File: config.mk
export PLATFORM = sky130hd
export DESIGN_NAME = led_ctrl_top
export DESIGN_NICKNAME = d
export VERILOG_FILES = /design/src/logic/led_cmd_pkg.sv /design/src/logic/led_fb_pkg.sv /design/src/logic/fb_bus_arbiter.sv /design/src/logic/led_cmd_dispatch.sv /design/src/logic/led_ctrl_top.sv /design/src/logic/panel_filler.sv /design/src/logic/pixel_writer.sv
export VERILOG_INCLUDE_DIRS = /design/src /design/src/logic
export SDC_FILE = /design/constraint.sdc
export NUM_CORES = 1
export LEC_CHECK = 0
export ABC_AREA = 1
export BUFFER_PORTS_ARGS = -buffer_cell sky130_fd_sc_hd__buf_2
export CAP_MARGIN = 20
export CORE_ASPECT_RATIO = 1.5
export CORE_MARGIN = 3
export CORE_UTILIZATION = 30
export DETAILED_ROUTE_END_ITERATION = 10
export SETUP_SLACK_MARGIN = 0.05
export SLEW_MARGIN = 40
export SYNTH_ARGS = -nofsm -noshare
export SYNTH_HDL_FRONTEND = slang
export SYNTH_HIERARCHICAL = 1
export SYNTH_SLANG_ARGS = --single-unit
export TNS_END_PERCENT = 50
File: constraint.sdc
create_clock -name clk_in -period 2.8 [get_ports clk_in]
set_input_delay 0.28 -clock clk_in [delete_from_list [all_inputs] [get_ports clk_in]]
set_output_delay 0.28 -clock clk_in [all_outputs]
set_load 0.05 [all_outputs]
File: src/logic/led_ctrl_config.svh
/*
 * LED matrix controller configuration
 * Panel geometry, frame buffer byte layout and brightness depth.
 */
`ifndef LED_CTRL_CONFIG_SVH
`define LED_CTRL_CONFIG_SVH

// panel size in pixels
`define LED_ROWS 8
`define LED_COLS 16
`define LED_BYTES_PER_PIXEL 2

// bit planes per colour
`define LED_BRIGHTNESS_LEVELS 6

// address field widths
`define LED_ROW_BITS 3
`define LED_COL_BITS 4
`define LED_BYTE_BITS 1

`endif

File: src/logic/led_cmd_pkg.sv
/*
 * LED controller command set
 * Received byte type and the one-byte opcode encoding.
 */
package led_cmd_pkg;

    typedef logic [7:0] cmd_byte_t;

    typedef enum logic [7:0] {
        RED_ENABLE       = 8'h10,
        RED_DISABLE      = 8'h11,
        GREEN_ENABLE     = 8'h12,
        GREEN_DISABLE    = 8'h13,
        BLUE_ENABLE      = 8'h14,
        BLUE_DISABLE     = 8'h15,
        BRIGHTNESS_ZERO  = 8'h20,
        BRIGHTNESS_ONE   = 8'h21,
        BRIGHTNESS_TWO   = 8'h22,
        BRIGHTNESS_THREE = 8'h23,
        BRIGHTNESS_FOUR  = 8'h24,
        BRIGHTNESS_FIVE  = 8'h25,
        BRIGHTNESS_SIX   = 8'h26,
        BRIGHTNESS_NINE  = 8'h29,
        // argument byte follows
        READBRIGHTNESS   = 8'h30,
        BLANKPANEL       = 8'h40,
        FILLPANEL        = 8'h41,
        READPIXEL        = 8'h42
    } opcode_e;

endpackage

File: src/logic/led_fb_pkg.sv
/*
 * Frame buffer types
 * Address fields, data byte and brightness mask.
 */
`include "led_ctrl_config.svh"

package led_fb_pkg;

    typedef logic [`LED_ROW_BITS-1:0] row_addr_t;
    typedef logic [`LED_COL_BITS-1:0] col_addr_t;
    typedef logic [`LED_BYTE_BITS-1:0] byte_idx_t;

    // {row, col, ~byte index}
    typedef logic [`LED_ROW_BITS+`LED_COL_BITS+`LED_BYTE_BITS-1:0] fb_addr_t;

    typedef logic [7:0] fb_data_t;
    typedef logic [`LED_BRIGHTNESS_LEVELS-1:0] brightness_t;

endpackage

File: src/logic/fb_bus_arbiter.sv
/*
 * Frame buffer bus arbiter
 * Fixed priority, master 0 first, grant held for a whole Wishbone cycle.
 */
`timescale 1ns/1ps

module fb_bus_arbiter (
    input  logic                 clk_in,
    input  logic                 reset,
    input  logic                 m0_cyc,
    input  logic                 m0_stb,
    input  led_fb_pkg::fb_addr_t m0_adr,
    input  led_fb_pkg::fb_data_t m0_dat,
    output logic                 m0_ack,
    input  logic                 m1_cyc,
    input  logic                 m1_stb,
    input  led_fb_pkg::fb_addr_t m1_adr,
    input  led_fb_pkg::fb_data_t m1_dat,
    output logic                 m1_ack,
    output logic                 fb_cyc,
    output logic                 fb_stb,
    output logic                 fb_we,
    output led_fb_pkg::fb_addr_t fb_adr,
    output led_fb_pkg::fb_data_t fb_dat,
    input  logic                 fb_ack
);
    logic grant;
    logic hold;
    logic sel;

    // granted master still in its cycle
    assign hold = grant ? m1_cyc : m0_cyc;
    assign sel = hold ? grant : !m0_cyc;

    always_ff @(posedge clk_in) begin
        if (reset) begin
            grant <= 1'b0;
        end else begin
            grant <= sel;
        end
    end

    assign fb_cyc = sel ? m1_cyc : m0_cyc;
    assign fb_stb = sel ? m1_stb : m0_stb;
    // write only bus
    assign fb_we = fb_cyc;
    assign fb_adr = sel ? m1_adr : m0_adr;
    assign fb_dat = sel ? m1_dat : m0_dat;
    assign m0_ack = fb_ack && !sel;
    assign m1_ack = fb_ack && sel;

endmodule

File: src/logic/led_cmd_dispatch.sv
/*
 * Command dispatcher
 * Decodes opcodes, holds colour and brightness state, feeds the frame buffer writers.
 */
`timescale 1ns/1ps
`include "led_ctrl_config.svh"

module led_cmd_dispatch (
    input  logic                    clk_in,
    input  logic                    reset,
    input  led_cmd_pkg::cmd_byte_t  rx_data,
    input  logic                    rx_valid,
    output logic                    rx_ready,
    input  logic                    pixel_ready,
    input  logic                    pixel_done,
    input  logic                    fill_ready,
    input  logic                    fill_done,
    output logic                    busy,
    output logic [2:0]              rgb_enable,
    output led_fb_pkg::brightness_t brightness_enable,
    output led_cmd_pkg::cmd_byte_t  byte_data,
    output logic                    pixel_start,
    output logic                    pixel_byte,
    output logic                    fill_start,
    output logic                    blank_start,
    output logic                    fill_byte
);
    typedef enum logic [1:0] {
        IDLE,
        BRIGHTNESS,
        PIXEL,
        FILL
    } ctrl_state_e;

    ctrl_state_e state;
    led_cmd_pkg::opcode_e opcode;
    logic take;
    logic idle_take;
    led_fb_pkg::brightness_t toggle_mask;

    assign opcode = led_cmd_pkg::opcode_e'(rx_data);
    assign take = rx_valid && rx_ready;
    assign idle_take = take && (state == IDLE);

    // writer states follow the writer's own ready
    always_comb begin
        case (state)
            PIXEL:   rx_ready = pixel_ready;
            FILL:    rx_ready = fill_ready;
            default: rx_ready = 1'b1;
        endcase
    end

    assign busy = (state == PIXEL) || (state == FILL);

    assign byte_data = rx_data;
    assign pixel_start = idle_take && (opcode == led_cmd_pkg::READPIXEL);
    assign fill_start = idle_take && (opcode == led_cmd_pkg::FILLPANEL);
    assign blank_start = idle_take && (opcode == led_cmd_pkg::BLANKPANEL);
    assign pixel_byte = take && (state == PIXEL);
    assign fill_byte = take && (state == FILL);

    // BRIGHTNESS_ONE hits the top bit, SIX the bottom
    assign toggle_mask = led_fb_pkg::brightness_t'(1)
                         << (`LED_BRIGHTNESS_LEVELS - int'(rx_data[3:0]));

    always_ff @(posedge clk_in) begin
        if (reset) begin
            state <= IDLE;
            rgb_enable <= 3'b111;
            brightness_enable <= '1;
        end else begin
            case (state)
                IDLE: begin
                    if (take) begin
                        case (opcode)
                            led_cmd_pkg::RED_ENABLE:      rgb_enable[0] <= 1'b1;
                            led_cmd_pkg::RED_DISABLE:     rgb_enable[0] <= 1'b0;
                            led_cmd_pkg::GREEN_ENABLE:    rgb_enable[1] <= 1'b1;
                            led_cmd_pkg::GREEN_DISABLE:   rgb_enable[1] <= 1'b0;
                            led_cmd_pkg::BLUE_ENABLE:     rgb_enable[2] <= 1'b1;
                            led_cmd_pkg::BLUE_DISABLE:    rgb_enable[2] <= 1'b0;
                            led_cmd_pkg::BRIGHTNESS_ZERO: brightness_enable <= '0;
                            led_cmd_pkg::BRIGHTNESS_ONE,
                            led_cmd_pkg::BRIGHTNESS_TWO,
                            led_cmd_pkg::BRIGHTNESS_THREE,
                            led_cmd_pkg::BRIGHTNESS_FOUR,
                            led_cmd_pkg::BRIGHTNESS_FIVE,
                            led_cmd_pkg::BRIGHTNESS_SIX: begin
                                brightness_enable <= brightness_enable ^ toggle_mask;
                            end
                            led_cmd_pkg::BRIGHTNESS_NINE: brightness_enable <= '1;
                            led_cmd_pkg::READBRIGHTNESS:  state <= BRIGHTNESS;
                            led_cmd_pkg::BLANKPANEL,
                            led_cmd_pkg::FILLPANEL:       state <= FILL;
                            led_cmd_pkg::READPIXEL:       state <= PIXEL;
                            default: ;
                        endcase
                    end
                end
                BRIGHTNESS: begin
                    if (take) begin
                        brightness_enable <= rx_data[`LED_BRIGHTNESS_LEVELS-1:0];
                        state <= IDLE;
                    end
                end
                PIXEL: begin
                    if (pixel_done) begin
                        state <= IDLE;
                    end
                end
                FILL: begin
                    if (fill_done) begin
                        state <= IDLE;
                    end
                end
                default: state <= IDLE;
            endcase
        end
    end

endmodule

File: src/logic/led_ctrl_top.sv
/*
 * LED matrix controller front end
 * Byte stream in, Wishbone frame buffer writes out.
 */
`timescale 1ns/1ps

module led_ctrl_top (
    input  logic                    clk_in,
    input  logic                    reset,
    input  led_cmd_pkg::cmd_byte_t  rx_data,
    input  logic                    rx_valid,
    output logic                    rx_ready,
    output logic                    busy,
    output logic [2:0]              rgb_enable,
    output led_fb_pkg::brightness_t brightness_enable,
    output logic                    fb_cyc,
    output logic                    fb_stb,
    output logic                    fb_we,
    output led_fb_pkg::fb_addr_t    fb_adr,
    output led_fb_pkg::fb_data_t    fb_dat,
    input  logic                    fb_ack
);
    led_cmd_pkg::cmd_byte_t byte_data;
    logic pixel_start, pixel_byte, pixel_ready, pixel_done;
    logic fill_start, blank_start, fill_byte, fill_ready, fill_done;
    logic m0_cyc, m0_stb, m0_ack;
    logic m1_cyc, m1_stb, m1_ack;
    led_fb_pkg::fb_addr_t m0_adr, m1_adr;
    led_fb_pkg::fb_data_t m0_dat, m1_dat;

    led_cmd_dispatch i_dispatch (
        .clk_in(clk_in), .reset(reset),
        .rx_data(rx_data), .rx_valid(rx_valid), .rx_ready(rx_ready),
        .pixel_ready(pixel_ready), .pixel_done(pixel_done),
        .fill_ready(fill_ready), .fill_done(fill_done),
        .busy(busy), .rgb_enable(rgb_enable), .brightness_enable(brightness_enable),
        .byte_data(byte_data), .pixel_start(pixel_start), .pixel_byte(pixel_byte),
        .fill_start(fill_start), .blank_start(blank_start), .fill_byte(fill_byte)
    );

    // master 0
    pixel_writer i_pixel (
        .clk_in(clk_in), .reset(reset),
        .start(pixel_start), .byte_strobe(pixel_byte), .byte_data(byte_data),
        .ready(pixel_ready), .done(pixel_done),
        .wb_cyc(m0_cyc), .wb_stb(m0_stb), .wb_adr(m0_adr), .wb_dat(m0_dat),
        .wb_ack(m0_ack)
    );

    // master 1
    panel_filler i_filler (
        .clk_in(clk_in), .reset(reset),
        .fill_start(fill_start), .blank_start(blank_start),
        .byte_strobe(fill_byte), .byte_data(byte_data),
        .ready(fill_ready), .done(fill_done),
        .wb_cyc(m1_cyc), .wb_stb(m1_stb), .wb_adr(m1_adr), .wb_dat(m1_dat),
        .wb_ack(m1_ack)
    );

    fb_bus_arbiter i_arbiter (
        .clk_in(clk_in), .reset(reset),
        .m0_cyc(m0_cyc), .m0_stb(m0_stb), .m0_adr(m0_adr), .m0_dat(m0_dat), .m0_ack(m0_ack),
        .m1_cyc(m1_cyc), .m1_stb(m1_stb), .m1_adr(m1_adr), .m1_dat(m1_dat), .m1_ack(m1_ack),
        .fb_cyc(fb_cyc), .fb_stb(fb_stb), .fb_we(fb_we),
        .fb_adr(fb_adr), .fb_dat(fb_dat), .fb_ack(fb_ack)
    );

endmodule

File: src/logic/panel_filler.sv
/*
 * Panel filler
 * Writes the fill colour, or zero for blank, to every frame buffer byte.
 */
`timescale 1ns/1ps
`include "led_ctrl_config.svh"

module panel_filler (
    input  logic                   clk_in,
    input  logic                   reset,
    input  logic                   fill_start,
    input  logic                   blank_start,
    input  logic                   byte_strobe,
    input  led_cmd_pkg::cmd_byte_t byte_data,
    output logic                   ready,
    output logic                   done,
    output logic                   wb_cyc,
    output logic                   wb_stb,
    output led_fb_pkg::fb_addr_t   wb_adr,
    output led_fb_pkg::fb_data_t   wb_dat,
    input  logic                   wb_ack
);
    typedef enum logic [1:0] {
        F_IDLE,
        F_COLLECT,
        F_WRITE,
        F_NEXT
    } fill_state_e;

    localparam int FB_BYTES = `LED_ROWS * `LED_COLS * `LED_BYTES_PER_PIXEL;
    localparam led_fb_pkg::fb_addr_t LAST_ADDR = led_fb_pkg::fb_addr_t'(FB_BYTES - 1);
    localparam led_fb_pkg::byte_idx_t LAST_BYTE =
        led_fb_pkg::byte_idx_t'(`LED_BYTES_PER_PIXEL - 1);

    fill_state_e state;
    led_fb_pkg::fb_data_t colour [`LED_BYTES_PER_PIXEL];
    led_fb_pkg::byte_idx_t collect_idx;
    led_fb_pkg::byte_idx_t adr_idx;
    led_fb_pkg::fb_addr_t adr;

    // byte index sits inverted in the address lsbs
    assign adr_idx = ~adr[`LED_BYTE_BITS-1:0];

    assign ready = (state == F_COLLECT);
    assign done = (state == F_WRITE) && wb_ack && (adr == LAST_ADDR);
    assign wb_cyc = (state == F_WRITE);
    assign wb_stb = wb_cyc;
    assign wb_adr = adr;
    assign wb_dat = colour[adr_idx];

    always_ff @(posedge clk_in) begin
        if (reset) begin
            state <= F_IDLE;
        end else begin
            case (state)
                F_IDLE: begin
                    if (fill_start) begin
                        state <= F_COLLECT;
                    end else if (blank_start) begin
                        state <= F_WRITE;
                    end
                end
                F_COLLECT: if (byte_strobe && collect_idx == LAST_BYTE) state <= F_WRITE;
                F_WRITE:   if (wb_ack) state <= (adr == LAST_ADDR) ? F_IDLE : F_NEXT;
                // one idle cycle between single writes
                F_NEXT:    state <= F_WRITE;
                default:   state <= F_IDLE;
            endcase
        end
    end

    always_ff @(posedge clk_in) begin
        if (state == F_IDLE) begin
            collect_idx <= '0;
            adr <= '0;
            if (blank_start) begin
                colour <= '{default: '0};
            end
        end
        if (state == F_COLLECT && byte_strobe) begin
            colour[collect_idx] <= byte_data;
            collect_idx <= collect_idx + 1'b1;
        end
        if (state == F_WRITE && wb_ack) begin
            adr <= adr + 1'b1;
        end
    end

endmodule

File: src/logic/pixel_writer.sv
/*
 * Single pixel writer
 * Takes row, column and colour bytes, writes each colour byte over Wishbone.
 */
`timescale 1ns/1ps
`include "led_ctrl_config.svh"

module pixel_writer (
    input  logic                   clk_in,
    input  logic                   reset,
    input  logic                   start,
    input  logic                   byte_strobe,
    input  led_cmd_pkg::cmd_byte_t byte_data,
    output logic                   ready,
    output logic                   done,
    output logic                   wb_cyc,
    output logic                   wb_stb,
    output led_fb_pkg::fb_addr_t   wb_adr,
    output led_fb_pkg::fb_data_t   wb_dat,
    input  logic                   wb_ack
);
    typedef enum logic [2:0] {
        P_IDLE,
        P_ROW,
        P_COL,
        P_COLOUR,
        P_WRITE
    } pix_state_e;

    localparam led_fb_pkg::byte_idx_t LAST_BYTE =
        led_fb_pkg::byte_idx_t'(`LED_BYTES_PER_PIXEL - 1);

    pix_state_e state;
    led_fb_pkg::row_addr_t row;
    led_fb_pkg::col_addr_t col;
    led_fb_pkg::byte_idx_t byte_idx;
    led_fb_pkg::fb_data_t colour;
    logic last_byte;

    assign last_byte = (byte_idx == LAST_BYTE);
    assign ready = (state == P_ROW) || (state == P_COL) || (state == P_COLOUR);
    assign done = (state == P_WRITE) && wb_ack && last_byte;
    assign wb_cyc = (state == P_WRITE);
    assign wb_stb = wb_cyc;
    // first colour byte goes to the odd address
    assign wb_adr = {row, col, ~byte_idx};
    assign wb_dat = colour;

    always_ff @(posedge clk_in) begin
        if (reset) begin
            state <= P_IDLE;
        end else begin
            case (state)
                P_IDLE:   if (start) state <= P_ROW;
                P_ROW:    if (byte_strobe) state <= P_COL;
                P_COL:    if (byte_strobe) state <= P_COLOUR;
                P_COLOUR: if (byte_strobe) state <= P_WRITE;
                P_WRITE:  if (wb_ack) state <= last_byte ? P_IDLE : P_COLOUR;
                default:  state <= P_IDLE;
            endcase
        end
    end

    always_ff @(posedge clk_in) begin
        if (byte_strobe && state == P_ROW) begin
            row <= byte_data[`LED_ROW_BITS-1:0];
        end
        if (byte_strobe && state == P_COL) begin
            col <= byte_data[`LED_COL_BITS-1:0];
            byte_idx <= '0;
        end
        if (byte_strobe && state == P_COLOUR) begin
            colour <= byte_data;
        end
        if (wb_ack && state == P_WRITE && !last_byte) begin
            byte_idx <= byte_idx + 1'b1;
        end
    end

endmodule

## Word-level counts from Yosys, hierarchy flattened

Cells that the tools add are included.

| operators by class | value |
|---|---|
| equality and inequality tests | 43 |
| bitwise operators | 5 |
| reduce and logical (&&, ||, !) cells | 45 |
| add/sub/neg operators | 4 |
| shift-type cells | 1 |
| mux-type cells | 47 |
| order comparisons | 3 |

Operators by type and width:

| kind | number |
|---|---|
| 8-bit by 6-bit == test with 1-bit output, second input constant | 9 |
| 8-bit 2-to-1 mux | 8 |
| 8-bit by 5-bit == test with 1-bit output, second input constant | 6 |
| 16-bit 2-to-1 mux | 3 |
| 1-bit by 32-bit << shifter with 6-bit output, first input constant | 1 |
| 8-bit by 7-bit == test with 1-bit output, second input constant | 3 |
| 1-bit logical AND | 20 |
| 2-bit 2-to-1 mux | 10 |
| 6-bit one-hot mux with 3 select lines | 1 |
| 16-bit bitwise mux | 1 |
| 2-bit one-hot mux with 4 select lines | 2 |
| 3-bit 2-to-1 mux | 5 |
| 3-bit one-hot mux with 5 select lines | 1 |
| 2-bit by 1-bit inequality test with 1-bit output, second input constant | 7 |
| 2-bit nonzero test | 7 |
| 6-bit 2-to-1 mux | 2 |
| 6-bit one-hot mux with 2 select lines | 1 |
| 3-bit AND reduction | 4 |
| 5-bit AND reduction | 2 |
| 8-bit by 1-bit adder with 8-bit output, second input constant | 1 |
| 8-bit demux with 1-bit select | 1 |
| 2-bit == test, second input constant | 4 |
| 8-bit == test, second input constant | 1 |
| 2-bit inequality test, second input constant | 4 |
| other kinds (23) | 44 |

| storage, ports and cells | value |
|---|---|
| output and inout port bits | 30 |
| register bits after elaboration | 58 |
| bits of input ports | 12 |

## Logic depth before layout (Yosys ltp)

| logic depth | value |
|---|---|
| depth after elaboration | 11 |
| depth in mapped cells | 16 |

## Cells and area by module

Netlist, hierarchy kept.

By module, submodules not included:

| module | times used | area each (µm²) | cells an instance | sequential area each (µm²) |
|---|---|---|---|---|
| panel_filler | 1 | 1,298.7 | 148 | 630.6 |
| led_cmd_dispatch | 1 | 1,168.6 | 200 | 220.2 |
| pixel_writer | 1 | 767.0 | 63 | 540.5 |
| fb_bus_arbiter | 1 | 341.6 | 65 | 20.0 |

## Least setup slack after synthesis

No wires, ideal clock.

| path | value |
|---|---|
| kind | register -> register |
| start point | reg i_pixel.state[0] |
| end point | reg i_filler/colour[14] in the netlist's numbering |
| stages on the path, launching flop included | 16 |
| arrival | 2.069 ns |
| setup slack | 0.618 ns |
| buffers on the path | 2 |
| path through | dfxtp_1 > nor2_4 > nor2_1 > inv_1 > nor2_1 > or3_1 > nand2_1 > nor2_1 > inv_1 > nor2_2 > inv_1 > or2_1 > buf_6 > buf_8 > nand3_2 > o21ai_2 |

| on the way | value |
|---|---|
| elaborated cells on any way between the ends | 15 |
| classes of those cells | eq/ne (3); mux (5); reduce/logical (7) |

RTL lines:

| item | RTL line | RTL |
|---|---|---|
| from (decl) | pixel_writer.sv:33 | `pix_state_e state;` |
| from (signal assigned) | pixel_writer.sv:58 | `P_WRITE: if (wb_ack) state <= last_byte ? P_IDLE : P_COLOUR;` |
| 3-bit by 1-bit == test with 1-bit output or 3-bit by 2-bit == test with 1-bit output (tied branches) | pixel_writer.sv:41 | `assign ready = (state == P_ROW) \|\| (state == P_COL) \|\| (state == P_COLOUR);` |
| 1-bit logical OR | pixel_writer.sv:41 |  |
| 1-bit logical OR * | pixel_writer.sv:41 |  |
| net pixel_ready | led_ctrl_top.sv:24 | `logic pixel_start, pixel_byte, pixel_ready, pixel_done;` |
| 1-bit one-hot mux with 2 select lines * | led_cmd_dispatch.sv:47 | `case (state)` |
| net rx_ready | led_ctrl_top.sv:12 | `output logic rx_ready,` |
| 1-bit logical AND * | led_cmd_dispatch.sv:42 | `assign take = rx_valid && rx_ready;` |
| 1-bit logical AND * | led_cmd_dispatch.sv:61 | `assign fill_byte = take && (state == FILL);` |
| net fill_byte | led_ctrl_top.sv:25 | `logic fill_start, blank_start, fill_byte, fill_ready, fill_done;` |
| 1-bit logical AND * | panel_filler.sv:80 | `if (state == F_COLLECT && byte_strobe) begin` |
| 16-bit 2-to-1 mux * | panel_filler.sv:80 |  |
| to (signal, indexed assignment) | panel_filler.sv:81 | `colour[collect_idx] <= byte_data;` |
| to (decl) | panel_filler.sv:36 | `` led_fb_pkg::fb_data_t colour [`LED_BYTES_PER_PIXEL]; `` |

Mark *: on every way through the listed nets, which the timed path passes. The rest lies on a longest branch.
A chain may end at the register's enable or synchronous reset.

## Final worst setup path

| path | value |
|---|---|
| start point | reg i_filler.state[1] |
| end point | out fb_dat[7] |

| on the way | value |
|---|---|
| word-level cells in the longest chain between the ends | 4 |

RTL lines:

| item | RTL line | RTL |
|---|---|---|
| from (decl) | panel_filler.sv:35 | `fill_state_e state;` |
| from (signal assigned) | panel_filler.sv:64 | `F_WRITE: if (wb_ack) state <= (adr == LAST_ADDR) ? F_IDLE : F_NEXT;` |
| 2-bit == test | panel_filler.sv:46 | `assign wb_cyc = (state == F_WRITE);` |
| net m1_cyc | led_ctrl_top.sv:27 | `logic m1_cyc, m1_stb, m1_ack;` |
| 1-bit 2-to-1 mux | fb_bus_arbiter.sv:32 | `assign hold = grant ? m1_cyc : m0_cyc;` |
| 1-bit 2-to-1 mux | fb_bus_arbiter.sv:33 | `assign sel = hold ? grant : !m0_cyc;` |
| 8-bit 2-to-1 mux | fb_bus_arbiter.sv:48 | `assign fb_dat = sel ? m1_dat : m0_dat;` |
| to (decl) | led_ctrl_top.sv:20 | `output led_fb_pkg::fb_data_t fb_dat,` |

The timed path passes the listed nets, and every way through them passes these cells.

==> reports/metrics.yaml <==
final_layout:
  area_growth_pct: 13.9
  drive_above_1_share_pct: 23.0
  final_cell_mix: "nand2_1 (106), inv_1 (60), nand3_1 (57), nor2_1 (47), buf_2 (41)"
  diodes: 0
  num-fill-cells: 1212
  final_cell_area_mm2: 0.00407
  layout_commonest_cell: "nand2_1"
  nets: 526
global_route:
  grt_max_degree: 24
  antenna_found_initial: 0
  grt_pass1_wl_um: 14900
  grt_pass1_vias: 3170
  grt_overflow_total: 0
  track_usage_pct: 14.1
setup_path:
  r2r_slack_ns: 0.41
  cp.required_ns: 2.52
  crit_fanout: 20
  cp-start-kind: "flop"
  endpoint_kind: "output pin"
  crit_type: "reg2out"
  cp.arrival_ns: 2.19
sta:
  slew_headroom_pct: 55.2
  rsz0062_at_grt: "no"
  setup_ws_ns: 0.332
  setup_viol_count_final: 0
  fin_setup_tns_ns: 0
  slew_viol_final: 0
  tightest_slew_ns: 0.672
  fin_crit_sh_pct: 88.2
  max_freq_mhz: 405
  hold_viol: 0
  fin_skew_ns: 0.00502
  fin_crit_ns: 2.47
routing:
  ant_nets: 0
  drt-total-wl_um: 8640
  avgRoutedWirePerCell_um: 13.0
  first_pass_iters: 4
  num_vias: 3124
  drc: 0
  routed_via_density: 4.71
  drtIter0Drc: 185
worst_hold_path:
  hold_path.class: "in2reg"
yosys:
  yosys.area_share.adder_pct: 2.10
  synth_area_mm2: 0.00358
  synth_xor_xnor_area_share_pct: 0.490
  syn-num-nets: 494
  ys_ff_latch: 58
  syn_inst: 476
  synthTopCellsByArea: "edfxtp_1 (21%), dfxtp_1 (18%), nand2_1 (11%)"
  synth_seq_area_share_pct: 39.5
  yosys_warnings: 6
  synth_edf_count: 25
  yosysTopAreaCell: "edfxtp_1"
  ys_types: 43
  ys.flop_type: "dfxtp_1"
  synth_compound_area_share_pct: 8.54
  synth_top_family_by_area: "simple AND/OR/NAND/NOR gates"
  synth_simple_gate_area_share_pct: 34.5
  yosysTopAreaCellShare_pct: 21.0
  async_reset_ff_share_pct: 0
  avgSynthCellArea_um2: 7.51
  muxShareOfSynthArea_pct: 2.52
die:
  die_h_um: 140
  die_x_um: 95.1
  dieArea_mm2: 0.0133
  ios: 42
  start_util_pct: 30.9
  rows: 48
  core_area_mm2: 0.0116
status:
  status: "complete, no violations"
placement:
  dpl.hpwl_um: 6680
  gp_congestion: 0.868
  portBuffers: 41
  postPlaceCellArea_mm2: 0.00381
  dp_slack_ns: 0.324
power:
  leakagePower_nw: 1.87
  p_per_area_mw_per_mm2: 692
  vdd_drop_max_v: 0.000293
clocking:
  cts-resized-gates: 0
  path_clk_slew_ns: 0.05
  post-cts-setup-buffer-count: 0
  htree_levels: 3
  clock_latency_ns: 0.33
  cts_tree: "built"
  clockRootBuffer: "clkbuf_16"
  clock_sinks: 58
  cts_max_path_buffers: 2
  tritoncts.num_buffers: 9
  ctsHoldBuffers: 0
job:
  cap_violations: 0
metal layers:
metal	GRT usage [%]	vias up	share of wire [%]
met3	3.14	17	3.4
met5	0	-	0
li1	-	1601	-
met1	15.0	1462	39
met4	5.93	0	3.0
met2	26.0	44	54
worst max-delay path: stages, from the launching register on:
cell and delay (ns):
dfxtp_1 0.34, inv_1 0.08, nor2_1 0.38, nand2_4 0.26
nand2_2 0.12, buf_4 0.24, nand2_1 0.09, nand2_1 0.09
buf_2 0.27
synth_stat cells (all sizes together), types with 2 or more instances:
| cell | number |
|---|---|
| o22ai | 4 |
| o21bai | 2 |
| inv | 67 |
| nor3 | 6 |
| nor4 | 2 |
| dfxtp | 33 |
| nand3 | 66 |
| nor2 | 58 |
| ha | 6 |
| edfxtp | 25 |
| buf | 21 |
| a21oi | 17 |
| or2 | 4 |
| o21ai | 22 |
| clkbuf | 2 |
| mux2 | 8 |
| nand2 | 118 |
| clkinv | 2 |
| nand4 | 6 |
worst paths after layout:
kind / startpoint / to / cells past startpoint
worst max-delay path: i_filler/state[1]$_SDFFE_PP0P_ / fb_dat[7] / 8
worst min-delay path: rx_data[7] / i_pixel/wb_dat[7]$_DFFE_PP_ / 1
worst max register to register: i_filler/state[1]$_SDFFE_PP0P_ / i_filler/wb_adr[5]$_SDFFCE_PN0P_ / 8
worst min register to register: i_filler/colour[14]$_DFF_P_ / i_filler/colour[14]$_DFF_P_ / 2
power by group:
part | total [mW] | switching (mW) | internal (mW)
combinational | 0.804 | 0.600 | 0.204
sequential | 1.07 | 0.0866 | 0.986
clock | 0.942 | 0.353 | 0.589
total | 2.82 | 1.04 | 1.78
stage by stage:
| stage | power, mW | cells | utilization (%) | hold WS, ns |
|---|---|---|---|---|
| after detailed placement | 1.89 | 647 | 32.9 | 0.467 |
| final | 2.82 | 663 | 35.1 | 0.215 |
| after floorplan | 1.74 | 476 | - | 0.340 |
| after global routing | 2.97 | 663 | 35.1 | 0.213 |
| after global placement | 1.88 | 647 | 32.9 | 0.459 |
| after CTS | 2.84 | 663 | 35.1 | 0.192 |
final cells by class:
type                            instances  area [µm²]  share of cell area [%]
Clock buffer                           12         236                    5.81
Clock inverter                          4        18.8                   0.461
Inverter                               69         263                    6.45
Multi-Input combinational cell        326        1730                    42.4
Sequential cell                        58        1410                    34.7
Tap cell                              150         188                    4.61
Timing Repair Buffer                   44         228                    5.59
sequential cells by signal, summed over array words and instances (netlist names), 2 cells and up:
| signal | flops |
|---|---|
| i_filler/state | 2 |
| i_dispatch/brightness_enable | 6 |
| i_pixel/col | 4 |
| i_pixel/wb_dat | 8 |
| i_filler/colour | 16 |
| i_pixel/row | 3 |
| i_filler/wb_adr | 8 |
| i_dispatch/state | 2 |
| i_pixel/state | 3 |
| i_dispatch/rgb_enable | 3 |
cells by family after synthesis:
family / Yosys count
fa+ha+maj: 6
compound gates: 47
xor+xnor: 2
flops: 58
buf+inv: 92
mux: 8
simple gates: 263
No activity file was read; power rests on OpenSTA's default activity.
